`src/design/road_params.svh`:
```
`ifndef ROAD_PARAMS_SVH
`define ROAD_PARAMS_SVH

// Road table RAM geometry.
// Word address width, giving 2K words per bank.
`define ROAD_AW 11

// Table and CPU data word width.
`define ROAD_DW 16

// Vertical timing points for the bank swap.
// An armed swap flips the banks on this line.
`define ROAD_SWAP_LINE 9'd475

// The arming flag drops one line later.
`define ROAD_CLEAR_LINE 9'd476

// Number of drawn scanlines.
// One table word is fetched for each.
`define ROAD_VISIBLE 9'd224

`endif

```
`src/design/road_pkg.sv`:
```
`default_nettype none

`include "road_params.svh"

// Shared types for the road layer.
package road_pkg;

    // One table word, also the CPU data word.
    typedef logic [`ROAD_DW-1:0] road_word_t;

    // Word address into one RAM bank.
    typedef logic [`ROAD_AW-1:0] road_addr_t;

    // Byte strobes, active low.
    // Bit 0 covers the low byte.
    typedef logic [1:0] byte_strb_n_t;

    // Road mode register.
    // Table A sits at words 0 to 255, table B at 256 to 511.
    typedef enum logic [1:0] {
        road_off     = 2'd0,
        road_table_a = 2'd1,
        road_table_b = 2'd2,
        road_both    = 2'd3
    } road_mode_t;

endpackage

`default_nettype wire

```
`src/design/cpu_bus_if.sv`:
```
`default_nettype none

// CPU bus toward the road RAM and the I/O register.
// Single cycle accesses, no handshake.
interface cpu_bus_if import road_pkg::*; ();

    // Word address and write data.
    road_addr_t   addr;
    road_word_t   wdata;
    // Active low byte strobes.
    byte_strb_n_t strb_n;
    // Chip selects for the RAM and for the I/O register.
    logic         road_cs;
    logic         io_cs;

    // CPU side.
    modport master (output addr, wdata, strb_n, road_cs, io_cs);

    // RAM banks and control register side.
    modport target (input addr, wdata, strb_n, road_cs, io_cs);

endinterface

`default_nettype wire

```
`src/design/road_ctrl.sv`:
```
`default_nettype none

`include "road_params.svh"

// Road layer control.
// Holds the mode register, the swap arming flag and the bank select.
// Steers CPU byte writes into whichever bank the CPU currently owns.
module road_ctrl import road_pkg::*; (
    input  logic        clk,
    input  logic        rst,
    input  logic [8:0]  v,
    cpu_bus_if.target   bus,
    output logic [1:0]  we0,
    output logic [1:0]  we1,
    output logic        bank_sel,
    output road_mode_t  mode
);

    // Swap requested by the CPU, waiting for the swap line.
    logic       armed;
    // Decoded I/O register accesses.
    logic       mode_wr;
    logic       arm_req;
    // Byte lane enables before bank steering.
    logic [1:0] lane_we;
    // Vertical position decodes.
    logic       at_swap;
    logic       at_clear;

    // Strobes are active low.
    // Only cycles with the RAM chip select write anything.
    assign lane_we = {2{bus.road_cs}} & ~bus.strb_n;

    // The CPU owns the bank that bank_sel names.
    // The other one belongs to the fetch engine.
    assign we0 = bank_sel ? 2'b00 : lane_we;
    assign we1 = bank_sel ? lane_we : 2'b00;

    // Low byte write to the I/O register loads the mode.
    assign mode_wr = bus.io_cs & ~bus.strb_n[0];

    // I/O access with no strobe is a read.
    // That read arms the swap.
    assign arm_req = bus.io_cs & (bus.strb_n == 2'b11);

    assign at_swap  = (v == `ROAD_SWAP_LINE);
    assign at_clear = (v == `ROAD_CLEAR_LINE);

    // Mode register loads bits 1:0 of the data word.
    always_ff @(posedge clk or posedge rst) begin
        if (rst) begin
            mode <= road_off;
        end else if (mode_wr) begin
            mode <= road_mode_t'(bus.wdata[1:0]);
        end
    end

    // Arming flag.
    // The clear line wins over a request in the same cycle.
    always_ff @(posedge clk or posedge rst) begin
        if (rst) begin
            armed <= 1'b0;
        end else if (at_clear) begin
            armed <= 1'b0;
        end else if (arm_req) begin
            armed <= 1'b1;
        end
    end

    // Bank select flips only in vertical blank.
    // The table never changes under the drawn lines.
    always_ff @(posedge clk or posedge rst) begin
        if (rst) begin
            bank_sel <= 1'b0;
        end else if (at_swap && armed) begin
            bank_sel <= ~bank_sel;
        end
    end

    // The CPU selects either the RAM or the I/O register in one cycle.
    a_one_chip_select: assert property (
        @(posedge clk) disable iff (rst)
        !(bus.road_cs && bus.io_cs)
    );

    // A bank swap needs the swap line and a pending arm one cycle earlier.
    a_swap_on_line_only: assert property (
        @(posedge clk) disable iff (rst)
        (bank_sel != $past(bank_sel)) |-> $past(at_swap && armed)
    );

endmodule

`default_nettype wire

```
`src/flat_wrapper.sv`:
```
// flat-port wrapper written by rule: the top's interface ports become plain ports
module road_ctrl_flat import road_pkg::*;
  (clk, rst, v, we0, we1, bank_sel, mode, bus_addr, bus_wdata, bus_strb_n, bus_road_cs, bus_io_cs);
  cpu_bus_if bus_i ();
  input  logic clk;
  input  logic rst;
  input  logic [8:0] v;
  output logic [1:0] we0;
  output logic [1:0] we1;
  output logic bank_sel;
  output road_mode_t mode;
  input wire logic [$bits(bus_i.addr)-1:0] bus_addr;
  input wire logic [$bits(bus_i.wdata)-1:0] bus_wdata;
  input wire logic [$bits(bus_i.strb_n)-1:0] bus_strb_n;
  input wire logic [$bits(bus_i.road_cs)-1:0] bus_road_cs;
  input wire logic [$bits(bus_i.io_cs)-1:0] bus_io_cs;
  assign bus_i.addr = bus_addr;
  assign bus_i.wdata = bus_wdata;
  assign bus_i.strb_n = bus_strb_n;
  assign bus_i.road_cs = bus_road_cs;
  assign bus_i.io_cs = bus_io_cs;
  road_ctrl u_core (.clk(clk), .rst(rst), .v(v), .bus(bus_i), .we0(we0), .we1(we1), .bank_sel(bank_sel), .mode(mode));
endmodule
```
`config.mk`:
```
export PLATFORM = sky130hd
export DESIGN_NAME = road_ctrl_flat
export DESIGN_NICKNAME = d
export VERILOG_FILES = /design/src/design/road_pkg.sv /design/src/design/cpu_bus_if.sv /design/src/design/road_ctrl.sv /design/src/flat_wrapper.sv
export VERILOG_INCLUDE_DIRS = /design/src /design/src/design
export SDC_FILE = /design/constraint.sdc
export NUM_CORES = 1
export LEC_CHECK = 0
export ABC_AREA = 1
export BUFFER_PORTS_ARGS = -buffer_cell sky130_fd_sc_hd__buf_2
export CORE_AREA = 2 2 39 41
export CTS_CLUSTER_SIZE = 40
export DETAILED_ROUTE_END_ITERATION = 7
export DIE_AREA = 0 0 41 43
export HOLD_SLACK_MARGIN = 0.06
export SKIP_LAST_GASP = 1
export SLEW_MARGIN = 15
export SYNTH_ARGS = -nofsm -noshare
export SYNTH_HDL_FRONTEND = slang
export SYNTH_SLANG_ARGS = --single-unit
```
`constraint.sdc`:
```
create_clock -name clk -period 2.1 [get_ports clk]
set_clock_uncertainty 0.15 [all_clocks]
set_input_delay 0.42 -clock clk [delete_from_list [all_inputs] [get_ports clk]]
set_output_delay 0.42 -clock clk [all_outputs]
set_load 0.02 [all_outputs]
```
# After elaboration in Yosys (flattened, before gate mapping)
# Cells that the tools add are included.
word_totals:
  register_bits: 4
  inputBits: 42
  output_inout_bits: 7
  wordCells: 18
op_classes:
  eq_ne: 3
  muxes: 4
  bitwise: 6
  reduce_logical: 2
op_table:
  columns: ["operator", "n"]
  rows:
  - ["9-bit == test, second input constant", 2]
  - ["2-bit two-way mux", 2]
  - ["1-bit bitwise AND", 2]
  - ["2-bit bitwise AND", 1]
  - ["2-bit == test, second input constant", 1]
  - ["1-bit two-way mux", 2]
  - ["1-bit inverter", 2]
  - ["2-bit inverter", 1]
  - ["2-bit nonzero test", 1]
  - ["1-bit logical AND", 1]

# Logic depth before layout (Yosys ltp)
depth:
  word_depth: 4
  mapped_depth: 7
  depth_no_buf: 7

# Least setup slack after synthesis
# Ideal clock, no wire load.
synth_timing:
  kind: "register to output"
  start: "register u_core.bank_sel"
  end: "output we1[0]"
  t_arrival_ns: 1.084
  required_time_ns: 1.530
  slack_ns: 0.446
  stages_incl_launch_ff: 3
  path_buffers: 0
  cell_sequence: "dfrtp_1 -> inv_1 -> nor3_1"
synth_between:
  elab_chain_cells: 1
synth_rtl:
  columns: ["element", "line_no", "rtl"]
  rows:
  - ["start: declaration", "road_ctrl.sv:15", "output logic bank_sel,"]
  - ["start signal: assignment", "road_ctrl.sv:76", "bank_sel <= ~bank_sel;"]
  - ["2-bit two-way mux", "road_ctrl.sv:37", "assign we1 = bank_sel ? lane_we : 2'b00;"]
  - ["end: declaration", "flat_wrapper.sv:9", "output logic [1:0] we1;"]
# Every way passes these cells.

# Final worst setup path
# Same ends and word-level chain as after synthesis.

==> results.toml <==
[sta]
slew_viol_final = 0
holdWs_ns = 0.275
rsz0062_at_grt = "false"
min_period_over_period = 0.786
slew_headroom = 0.896
final.setup.tns_ns = 0
tightest_slew_ns = 0.155
setup_viol = 0
period_minus_slack_ns = 1.65
hold_viol_final = 0
fmax_mhz = 606

[logic_synthesis]
synth_xor_area_frac = 0
synth_common_cells = "7 x inv_1, 6 x nand2_1, 4 x dfrtp_1, 4 x nor3_1"
synth_largest_area_cell = "dfrtp_1"
synth.ff_latch_count = 4
synthSimpleGateAreaFrac = 0.329
ys_seq_area_frac = 0.381
avgSynthCellArea_um2 = 7.73
synth_most_common_cell = "inv_1"
synthTopCellsByArea = "dfrtp_1 38%, mux2_4 11%, inv_1 10%, nand2_1 8.6%, nor3_1 7.6%"
yosys-mux-area-fraction = 0.114
async_reset_ff_frac = 1.00
synth_fa_ha_area_frac = 0
yosys_most_used_dff = "dfrtp_1"
synth-compound-area-share = 0.0619
netlist_instances = 34
syn_area_um2 = 263
ys_warn_count = 0
synth.distinct_cells = 13
yosys.area.top_type_share = 0.381
synthesis.nets = 76
synth_edf_count = 0
synth_top_family_by_area = "simple AND/OR/NAND/NOR gates"

[global_route]
grt_first_pass_wirelength_um = 993
antenna_found_initial = 0
grt_overflow = 0
grtUsageTotal = 0.0856
grt_max_degree = 6
grt_pass1_vias = 296

[clock_tree]
cts_buffers = 3
cts_setup_buffers = 0
cts_root_buf = "clkbuf_4"
insertion_delay_ns = 0.23
clock_sinks = 4
cts_buffer_depth = 2
cts_resized = 0
path_clk_slew_ns = 0.04
cts_tree = "done"
htree_num_levels = 1

[drt]
drtAntennaViolNets = 0
wl_um = 644
viasPerCell = 4.06
wl_per_cell_um = 8.36
drc = 0
vias = 313
drtIter0Drc = 2
dr.pass1.iters = 2

[floorplan]
die-area_mm2 = 0.00176
row_count = 14
die_w_um = 41
core_area_mm2 = 0.00138
start_util = 0.190
io_pins = 49
die_h_um = 43

[pwr]
p_leak_nw = 0.244
finalPower_mw = 0.251
p_per_area_mw_per_mm2 = 583
irDropWorstVdd_v = 0.000205

[worst_setup_path]
worstPathArrival_ns = 1.08
crit_fanout = 5
required_ns = 1.53
critPathCaptureType = "output port"
critPathLaunchType = "register"
path_class = "register to output port"

[layout]
antenna_cells_inserted = 0
final_nets = 105
final_area_um2 = 430
syn2layout_area_growth_pct = 63.8
utilization = 0.311
drive_gt1_frac = 0.525
fillers = 154

[place]
place_congestion = 0.577
io_buffer_count = 23
dp_hpwl_um = 557
postPlaceCellArea_um2 = 398

[run_status]
outcome = "completed"

[run]
maxCapViolCount = 0

[worst_hold_path]
hp-class = "input port to register"
-- critical path, stage by stage (launching register included) --
cell and delay (ns):
dfrtp_1 0.39, inv_1 0.09, nor3_1 0.18, buf_2 0.19
-- layout by cell type, fill, tap and decap left out --
master,n
buf_2,23
dfrtp_1,4
mux2_4,2
inv_2,1
a31o_1,1
nand3_1,1
nand4_1,2
nor2_1,2
o21a_1,1
nor3_1,4
nand2_1,6
inv_1,7
nand2_2,1
clkbuf_4,3
dlygate4sd3_1,1
nor2_2,2
-- state kept, by name, summed over array words and instances (netlist names) --
name	flops
u_core.bank_sel	1
u_core.armed	1
u_core.mode	2
-- power by group --
group / switching [mW] / total (mW) / internal [mW] / leakage, nW
Clock: 0.0295 / 0.0933 / 0.0638 / 0.0138
Combinational: 0.0353 / 0.0674 / 0.0321 / 0.189
Sequential: 0.00504 / 0.0901 / 0.0851 / 0.0415
Total: 0.0698 / 0.251 / 0.181 / 0.244
-- metrics by stage --
step	worst slack (ns)	cells
after floorplan	0.446	34
after global placement	0.629	73
after detailed placement	0.622	73
after CTS	0.446	77
after global routing	0.367	77
final	0.449	77
-- path summary, 6_finish.rpt --
kind	start	endpoint	slack (ns)	cells after the start
max reg2reg	u_core.armed	u_core.bank_sel	1.16	5
min in group asynchronous	rst	u_core.mode[1]	0.46	3
max in group asynchronous	rst	u_core.armed	1.19	3
min reg2reg	u_core.mode[0]	u_core.mode[0]	0.36	1
min	bus_wdata[0]	u_core.mode[0]	0.27	2
max	u_core.bank_sel	we1[0]	0.45	3
-- area by class of cell --
type / count / area, µm² / share of cell area
flip-flops and latches: 4 / 100 / 0.233
inverters: 8 / 30.0 / 0.0698
repair buffers: 24 / 125 / 0.291
multi-input cells: 22 / 133 / 0.308
clock buffers: 3 / 22.5 / 0.0523
well taps: 16 / 20.0 / 0.0465
-- layer usage --
layer | track usage | wire length [µm] | vias to the layer above
met3 | 0.0314 | 73 | 0
li1 | - | - | 163
met2 | 0.147 | 347 | 14
met5 | 0 | 0 | -
met4 | 0.0600 | 0 | 0
met1 | 0.0747 | 223 | 136
-- cells by family after synthesis --
kind of cell,after synthesis
AO/OA/AOI/OAI,2
multiplexers,2
flip-flops,4
AND/OR/NAND/NOR,18
buffers and inverters,8
-- repair_timing --
action	4_1_cts	5_1_grt
endpoints found under the setup margin	0	0
hold endpoints to repair	4	0
hold buffers	1	0
(Power assumes the default switching activity.)
