File: src/design/road_params.svh
`ifndef ROAD_PARAMS_SVH
`define ROAD_PARAMS_SVH

// Road table RAM geometry.
// Word address width, giving 2K words per bank.
`define ROAD_AW 11

// Table and CPU data word width.
`define ROAD_DW 16

// Vertical timing points for the bank swap.
// An armed swap flips the banks on this line.
`define ROAD_SWAP_LINE 9'd475

// The arming flag drops one line later.
`define ROAD_CLEAR_LINE 9'd476

// Number of drawn scanlines.
// One table word is fetched for each.
`define ROAD_VISIBLE 9'd224

`endif

File: src/design/road_pkg.sv
`default_nettype none

`include "road_params.svh"

// Shared types for the road layer.
package road_pkg;

    // One table word, also the CPU data word.
    typedef logic [`ROAD_DW-1:0] road_word_t;

    // Word address into one RAM bank.
    typedef logic [`ROAD_AW-1:0] road_addr_t;

    // Byte strobes, active low.
    // Bit 0 covers the low byte.
    typedef logic [1:0] byte_strb_n_t;

    // Road mode register.
    // Table A sits at words 0 to 255, table B at 256 to 511.
    typedef enum logic [1:0] {
        road_off     = 2'd0,
        road_table_a = 2'd1,
        road_table_b = 2'd2,
        road_both    = 2'd3
    } road_mode_t;

endpackage

`default_nettype wire

File: src/design/road_fetch.sv
`default_nettype none

`include "road_params.svh"

// Road line fetch engine.
// Reads one table word per visible scanline from the engine bank.
// Edge 0 samples the new line and drives eng_addr.
// Edge 1 is the RAM read, edge 2 updates line_data with line_valid.
module road_fetch import road_pkg::*; (
    input  logic        clk,
    input  logic        rst,
    input  logic [8:0]  v,
    input  logic        bank_sel,
    input  road_mode_t  mode,
    output road_addr_t  eng_addr,
    input  road_word_t  eng_q0,
    input  road_word_t  eng_q1,
    output road_word_t  line_data,
    output logic        line_valid
);

    // Table B starts half way into the first 512 words.
    localparam road_addr_t TABLE_B_BASE = road_addr_t'(256);

    // Previous line, to spot the change of v.
    logic [8:0] v_q;
    // Low for the first cycle after reset, so a steady v does not fetch.
    logic       primed;
    logic       new_line;
    // Table address for the current line.
    road_addr_t line_a;
    road_addr_t line_addr;
    // Request stage, edge 0.
    road_addr_t addr_q;
    logic       req_valid;
    road_mode_t req_mode;
    logic       req_bank;
    // RAM read stage, edge 1.
    logic       rd_valid;
    road_mode_t rd_mode;
    logic       rd_bank;

    assign new_line = primed && (v != v_q) && (v < `ROAD_VISIBLE);

    // Line number as a table A word address.
    assign line_a = road_addr_t'(v);

    // Address from line and mode.
    // Off mode still reads, the data is dropped later.
    always_comb begin
        case (mode)
            road_table_b: line_addr = line_a + TABLE_B_BASE;
            road_both:    line_addr = v[0] ? line_a + TABLE_B_BASE : line_a;
            default:      line_addr = line_a;
        endcase
    end

    assign eng_addr = addr_q;

    // Edge 0. Mode and bank travel with the request.
    always_ff @(posedge clk or posedge rst) begin
        if (rst) begin
            v_q       <= '0;
            primed    <= 1'b0;
            req_valid <= 1'b0;
            addr_q    <= '0;
            req_mode  <= road_off;
            req_bank  <= 1'b0;
        end else begin
            v_q       <= v;
            primed    <= 1'b1;
            req_valid <= new_line;
            if (new_line) begin
                addr_q   <= line_addr;
                req_mode <= mode;
                // The engine owns the bank the CPU does not.
                req_bank <= ~bank_sel;
            end
        end
    end

    // Edge 1 (RAM registers its data alongside).
    always_ff @(posedge clk or posedge rst) begin
        if (rst) begin
            rd_valid <= 1'b0;
            rd_mode  <= road_off;
            rd_bank  <= 1'b0;
        end else begin
            rd_valid <= req_valid;
            rd_mode  <= req_mode;
            rd_bank  <= req_bank;
        end
    end

    // Edge 2. Pick the engine bank, zero when the road is off.
    always_ff @(posedge clk or posedge rst) begin
        if (rst) begin
            line_valid <= 1'b0;
            line_data  <= '0;
        end else begin
            line_valid <= rd_valid;
            if (rd_valid) begin
                if (rd_mode == road_off) begin
                    line_data <= '0;
                end else begin
                    line_data <= rd_bank ? eng_q1 : eng_q0;
                end
            end
        end
    end

endmodule

`default_nettype wire

File: config.mk
export PLATFORM = sky130hd
export DESIGN_NAME = road_fetch
export DESIGN_NICKNAME = d
export VERILOG_FILES = /design/src/design/road_pkg.sv /design/src/design/road_fetch.sv
export VERILOG_INCLUDE_DIRS = /design/src /design/src/design
export SDC_FILE = /design/constraint.sdc
export NUM_CORES = 1
export LEC_CHECK = 0
export BUFFER_PORTS_ARGS = -buffer_cell sky130_fd_sc_hd__buf_2
export CAP_MARGIN = 20
export CORE_AREA = 5 5 70 72
export CTS_CLUSTER_DIAMETER = 150
export DETAILED_ROUTE_END_ITERATION = 8
export DIE_AREA = 0 0 75 77
export PLACE_DENSITY = 0.74
export SETUP_SLACK_MARGIN = 0.3
export SYNTH_ARGS = -nofsm -noshare
export SYNTH_HDL_FRONTEND = slang
export SYNTH_SLANG_ARGS = --single-unit
File: constraint.sdc
create_clock -name clk -period 2.35 [get_ports clk]
set_input_delay 0.1175 -clock clk [delete_from_list [all_inputs] [get_ports clk]]
set_output_delay 0.1175 -clock clk [all_outputs]
set_load 0.01 [all_outputs]
# Yosys cells after proc, flatten, opt, wreduce, memory -nomap -nowiden
# Index checks and enable logic that the tools add are counted.
# op_classes
mul	0
n_lt_le_gt_ge	1
div_mod_pow	0
shifts	0
n_eq_ne	3
n_reduce_logical	3
add_sub_neg	1
bitwise	1
muxes	4
# op_table
op	count
$mux 16	2
$pmux 10 s2	1
$add 9x9->10 const B	1
$mux 10	1
$lt 9x8->1 const B	1
$ne 9x9->1	1
$eq 2x2->1 const B	2
$logic_and 1x1->1	2
$logic_not 2->1	1
$not 1->1	1
# word_totals
output_inout_bits	28
mem_bits_rw	0
inputBits	46
memories	0
ff_bits	46
word_cells	24
latch_bits	0
rom_bits	0

# Longest topological paths before layout
# depth
depth_word	3
depth_mapped	5
mapped_depth_nobuf	5

# Worst setup path after synthesis
# No wires, ideal clock.
# synth_path
path_kind	register -> register
startpoint	register v_q[2]
endpoint	register addr_q[1] (netlist: eng_addr[1])
required_time_ns	2.225
setup_ns	0.125
path_stages_with_launch	6
setup_slack_ns	0.804
period_less_slack_ns	1.546
n_path_buf	1
arrival_ns	1.421
path_cell_list	dfrtp_1 xor2_1 nor4_2 a31oi_2 buf_6 mux2_4
# synth_between
elab_chain_len	3
# synth_rtl
element	line	text
from (decl)	road_fetch.sv:26	logic [8:0] v_q;
from (signal assigned)	road_fetch.sv:70	v_q <= v;
$ne 9x9->1	road_fetch.sv:43	assign new_line = primed && (v != v_q) && (v < `ROAD_VISIBLE);
$logic_and 1x1->1 (2 in series)	road_fetch.sv:43	
net new_line	road_fetch.sv:29	logic new_line;
to (signal assigned)	road_fetch.sv:74	addr_q <= line_addr;
to (decl)	road_fetch.sv:34	road_addr_t addr_q;
# The timed path passes the listed nets, and every way through them passes these cells.
# A chain may end at the register's enable or synchronous reset.

# Final worst setup path
# layout_path
startpoint	input v[8]
endpoint	register addr_q[0] (netlist: eng_addr[0])
# layout_between
elab_chain_len	3
elab_cells_between_ends	4
classes_between	order compare (1); eq/ne (1); reduce/logical (2)
# layout_rtl
element	line	text
from (decl)	road_fetch.sv:12	input logic [8:0] v,
branches (longest 2 deep; another with $lt 9x8->1)	n/a	
$logic_and 1x1->1 (*)	road_fetch.sv:43	
# Every way passes the cells marked *.

==> results <==
- After clock tree synthesis, the clock-pin slew on the worst setup and hold paths is roughly 80 ps.
- Leaving out fill and tap cells, the most frequent cell in the layout is sky130_fd_sc_hd__buf_2.
- STA classifies the critical path startpoint as a primary input.
- The CTS root buffer is sky130_fd_sc_hd__clkbuf_8.
- The initial antenna violation count is 0.
- The cell total after placement is 257.
- The clock net in this run drives a total of between 40 and 50 sinks.
- Synthesis produced ~140 cells.
- The number of ports placed on the die boundary is 74.
- Setup violations remaining at the end of the flow were counted as 0.
- Between clock sinks in the finished design, the worst skew comes to about 4.2 ps.
- Entering global routing, the biggest net connects 46 pins.
- The placer congestion estimate is between 0.7 and 0.8.
- On the worst path, the slowest cell contributes a delay of about 540 ps.
- The via count of the first global-routing pass came to between 1k and 1.5k.
- At the pin with the least slew margin, the transition time is 867 ps.
- The share of the Yosys chip area taken by registers is 0.612.
- The last element of the critical path is eng_addr[0].
- After global routing the overflow that remains totals 0.
- The number of max-cap violations is 0.
- The number of endpoints with negative hold slack in the final report was 0.
- The depth of the worst register-to-register path is 4.
- The count of pins over their slew limit was 0.
- The share of post-route cells with drive strength above 1 is 0.428.
- The launching point of the worst reg2reg path is v_q[2].
- Setup slack on the worst reg-to-reg path comes out at around 700 ps.
- The die covers approximately 5800 um^2.
- In the final design database the tool counted approximately 270 nets.
- The worst setup path is captured at a flip-flop.
- The most critical setup path has its startpoint at v[8].
- After synthesis the netlist holds a flip-flop and latch count of 45.
- In this run the number of cells on the critical path is 5.
- The area inside the core boundary is roughly 4200 um^2.
- The slowest stage of the critical path belongs to the cell sky130_fd_sc_hd__dlygate4sd3_1.
- The number of diodes is 0.
- For the final routed database, the setup TNS stands at 0 ps.
- The post-synthesis to final-layout area growth is 32.0%.
- IR analysis of the VDD net gives a maximum drop of 516 uV.
- After the flow finishes, the layout carries non-filler instances totaling roughly 270.
- The critical path is of the primary input to flip-flop type.
- Summing every instance area after synthesis gives ~1800 um^2.
- The total of warnings raised by yosys is 0.
- The path type of the worst min-delay path is primary input to async pin.
- For this run, the total global-route usage over all layers was measured as 0.133.
- In this run the static leakage power is roughly 1.3 nW.
- The power density over the cells is between 700 and 800 nW/um^2.
- Setup repair after global routing left no endpoint under its margin.
- The initialized floorplan defines 24 standard-cell rows.
- The number of nets with antenna violations after routing is 0.
- The number of buffers and inverters on the critical path is 2.
- The maximum clock path buffer count is 2.
- In this run the tightest slew margin relative to its limit is 0.421.
- In this run the tool buffered the top-level ports with 72 buffer cells.
- The dominant delay contributor by cell family on the critical path is buffers and inverters.
- Detailed placement finished with a half-perimeter wire length of around 2600 um.
- The CTS tree is done.
- The number of setup buffers added after CTS is 0.
- The number of iterations in the first detailed-routing pass is 4.
- In this run, the number of DRC markers left after iteration 0 of detailed routing was 31.
- The average via count per standard cell is roughly 4.7.
- The number of buffers created by CTS is 5.
- Summed over all layers, the routed wires come to approximately 3800 um.
- The total DRC errors in the routed layout is 0.
- At the end of the flow the core is filled with cells to 0.574.
- The die boundary height is between 70 and 80 um.
- The initial standard-cell utilization of the core is 0.434.
- The flow ran to the end, and the final reports show no timing, DRC or antenna violations.
- The number of nets in the synthesized netlist is 186.
- Clock latency on the worst-skew pair, taken at its later pin, is 290 ps.
- The H-tree depth is 2.
- In this run the worst path has a maximum fanout of 14.
- Of the available clock period, the critical path in the final layout requires 0.738.
- The routed design could run at a clock period as short as about 1700 ps.
- Walking the worst path, the cells encountered are dlygate4sd3_1, buf_2, nand3b_1, a31oi_4, mux2_2.
- The average cell area after synthesis is around 13 um^2.
- The vias after detailed routing is approximately 1.3k.
- Synthesis instantiated 22 different standard cells from the library.
- Data on the critical path arrives at its endpoint at 1910 ps.
- In the layout the commonest cells are 72 x sky130_fd_sc_hd__buf_2, 45 x sky130_fd_sc_hd__dfrtp_1, 18 x sky130_fd_sc_hd__inv_1, 17 x sky130_fd_sc_hd__mux2i_1, 16 x sky130_fd_sc_hd__o22ai_1.
- Measured along the x axis, the die boundary spans roughly 75 um.
- The endpoint identified for the worst register-to-register timing path is eng_addr[4].
- The worst path required time is ~2500 ps.
- The first-pass GRT wire length is around 6000 um.
- The top achievable clock speed is slightly below 0.6 GHz.
- The final routed wire length divided by cell count is 13.7 um.
==> worst min-delay path by stage <==
stage,from,to,slack (ps),depth (start not counted)
after floorplan,v[0],v_q[0],150,0
after global placement,v[4],v_q[4],270,1
after detailed placement,v[4],v_q[4],270,1
after CTS,rst,rd_bank,30,2
after global routing,v[3],eng_addr[3],80,2
final,rst,v_q[3],3,2
==> cell usage after synthesis <==
cell                       instances  area (um^2)
sky130_fd_sc_hd__buf_2             1         5.00
sky130_fd_sc_hd__xor2_1            8         70.1
sky130_fd_sc_hd__o21ai_1           1         5.00
sky130_fd_sc_hd__nor3_1            1         5.00
sky130_fd_sc_hd__a21oi_1           2         10.0
sky130_fd_sc_hd__mux2_2            7         78.8
sky130_fd_sc_hd__o22ai_1          16          100
sky130_fd_sc_hd__buf_4             1         7.51
sky130_fd_sc_hd__nor2_1            1         3.75
sky130_fd_sc_hd__a31oi_2           1         12.5
sky130_fd_sc_hd__conb_1            2         7.51
sky130_fd_sc_hd__mux2i_1          17          170
sky130_fd_sc_hd__clkbuf_1          4         15.0
sky130_fd_sc_hd__dfrtp_1          45         1130
sky130_fd_sc_hd__ha_1              1         12.5
sky130_fd_sc_hd__buf_6             1         11.3
sky130_fd_sc_hd__nand3b_1          1         7.51
sky130_fd_sc_hd__mux2_4            6         90.1
sky130_fd_sc_hd__inv_1            19         71.3
sky130_fd_sc_hd__nor4_2            1         12.5
sky130_fd_sc_hd__nand3_1           1         5.00
sky130_fd_sc_hd__nor2b_1           2         12.5
==> through the flow <==
| stage | instance area (um^2) | total power, mW | hold slack (ps) | worst slack (ps) |
|---|---|---|---|---|
| after floorplan | 1840 | 1.21 | 149 | 804 |
| after detailed placement | 2230 | 1.38 | 269 | 396 |
| after global routing | 2430 | 1.96 | 76.1 | 541 |
| after CTS | 2420 | 1.86 | 35.0 | 351 |
| after global placement | 2230 | 1.37 | 270 | 420 |
| final | 2430 | 1.84 | 2.95 | 616 |
==> state kept, by name, indices dropped and copies added (netlist names) <==
name and cells:
eng_addr 10, line_data 16, line_valid 1, primed 1, rd_bank 1, rd_mode 2
rd_valid 1, req_bank 1, req_mode 2, req_valid 1, v_q 9
==> cells by family (layout without fill, tap and decap cells) <==
kind of cell,after synthesis,in the layout,share of synthesized area
buffers and inverters,26,109,0.0599
other,2,2,0.00408
AO/OA/AOI/OAI,20,20,0.0694
flip-flops,45,45,0.612
XOR/XNOR,8,8,0.0381
adder cells (fa/ha/maj),1,1,0.00680
multiplexers,30,30,0.184
AND/OR/NAND/NOR,7,7,0.0252
==> final cells by class <==
| cell class | instances | area (um^2) |
|---|---|---|
| sequential | 45 | 1130 |
| timing repair buffer | 83 | 468 |
| clock buffer | 7 | 86.3 |
| inverter | 19 | 71.3 |
| multi-input combinational | 68 | 612 |
| tap | 52 | 65.1 |
| fill | 377 | 1810 |
==> per-layer routing <==
metal	global-route usage	vias to the layer above	routed length, um
met5	0	-	0
met3	0.0601	2	474
met2	0.219	60	1730
met4	0.0320	0	29
met1	0.156	597	1520
li1	-	628	-
==> where the power goes <==
part / internal, mW / total (mW) / leakage [nW] / switching, mW
registers: 0.889 / 0.966 / 0.548 / 0.0772
logic: 0.218 / 0.407 / 0.670 / 0.189
clock network: 0.233 / 0.468 / 0.0443 / 0.235
==> worst reg2reg max path: stages (launching register included) <==
cell and delay, ps:
sky130_fd_sc_hd__dfrtp_1 370, sky130_fd_sc_hd__xor2_1 140, sky130_fd_sc_hd__nor4_2 370, sky130_fd_sc_hd__a31oi_4 290, sky130_fd_sc_hd__mux2_4 370
==> timing repair <==
| item | 4_1_cts | 5_1_grt |
|---|---|---|
| resized for setup | 0 | 1 |
| hold endpoints to repair | 10 | 0 |
| hold buffers | 10 | 0 |
| setup endpoints to repair | 0 | 4 |
No activity file was read; power rests on OpenSTA's default activity.
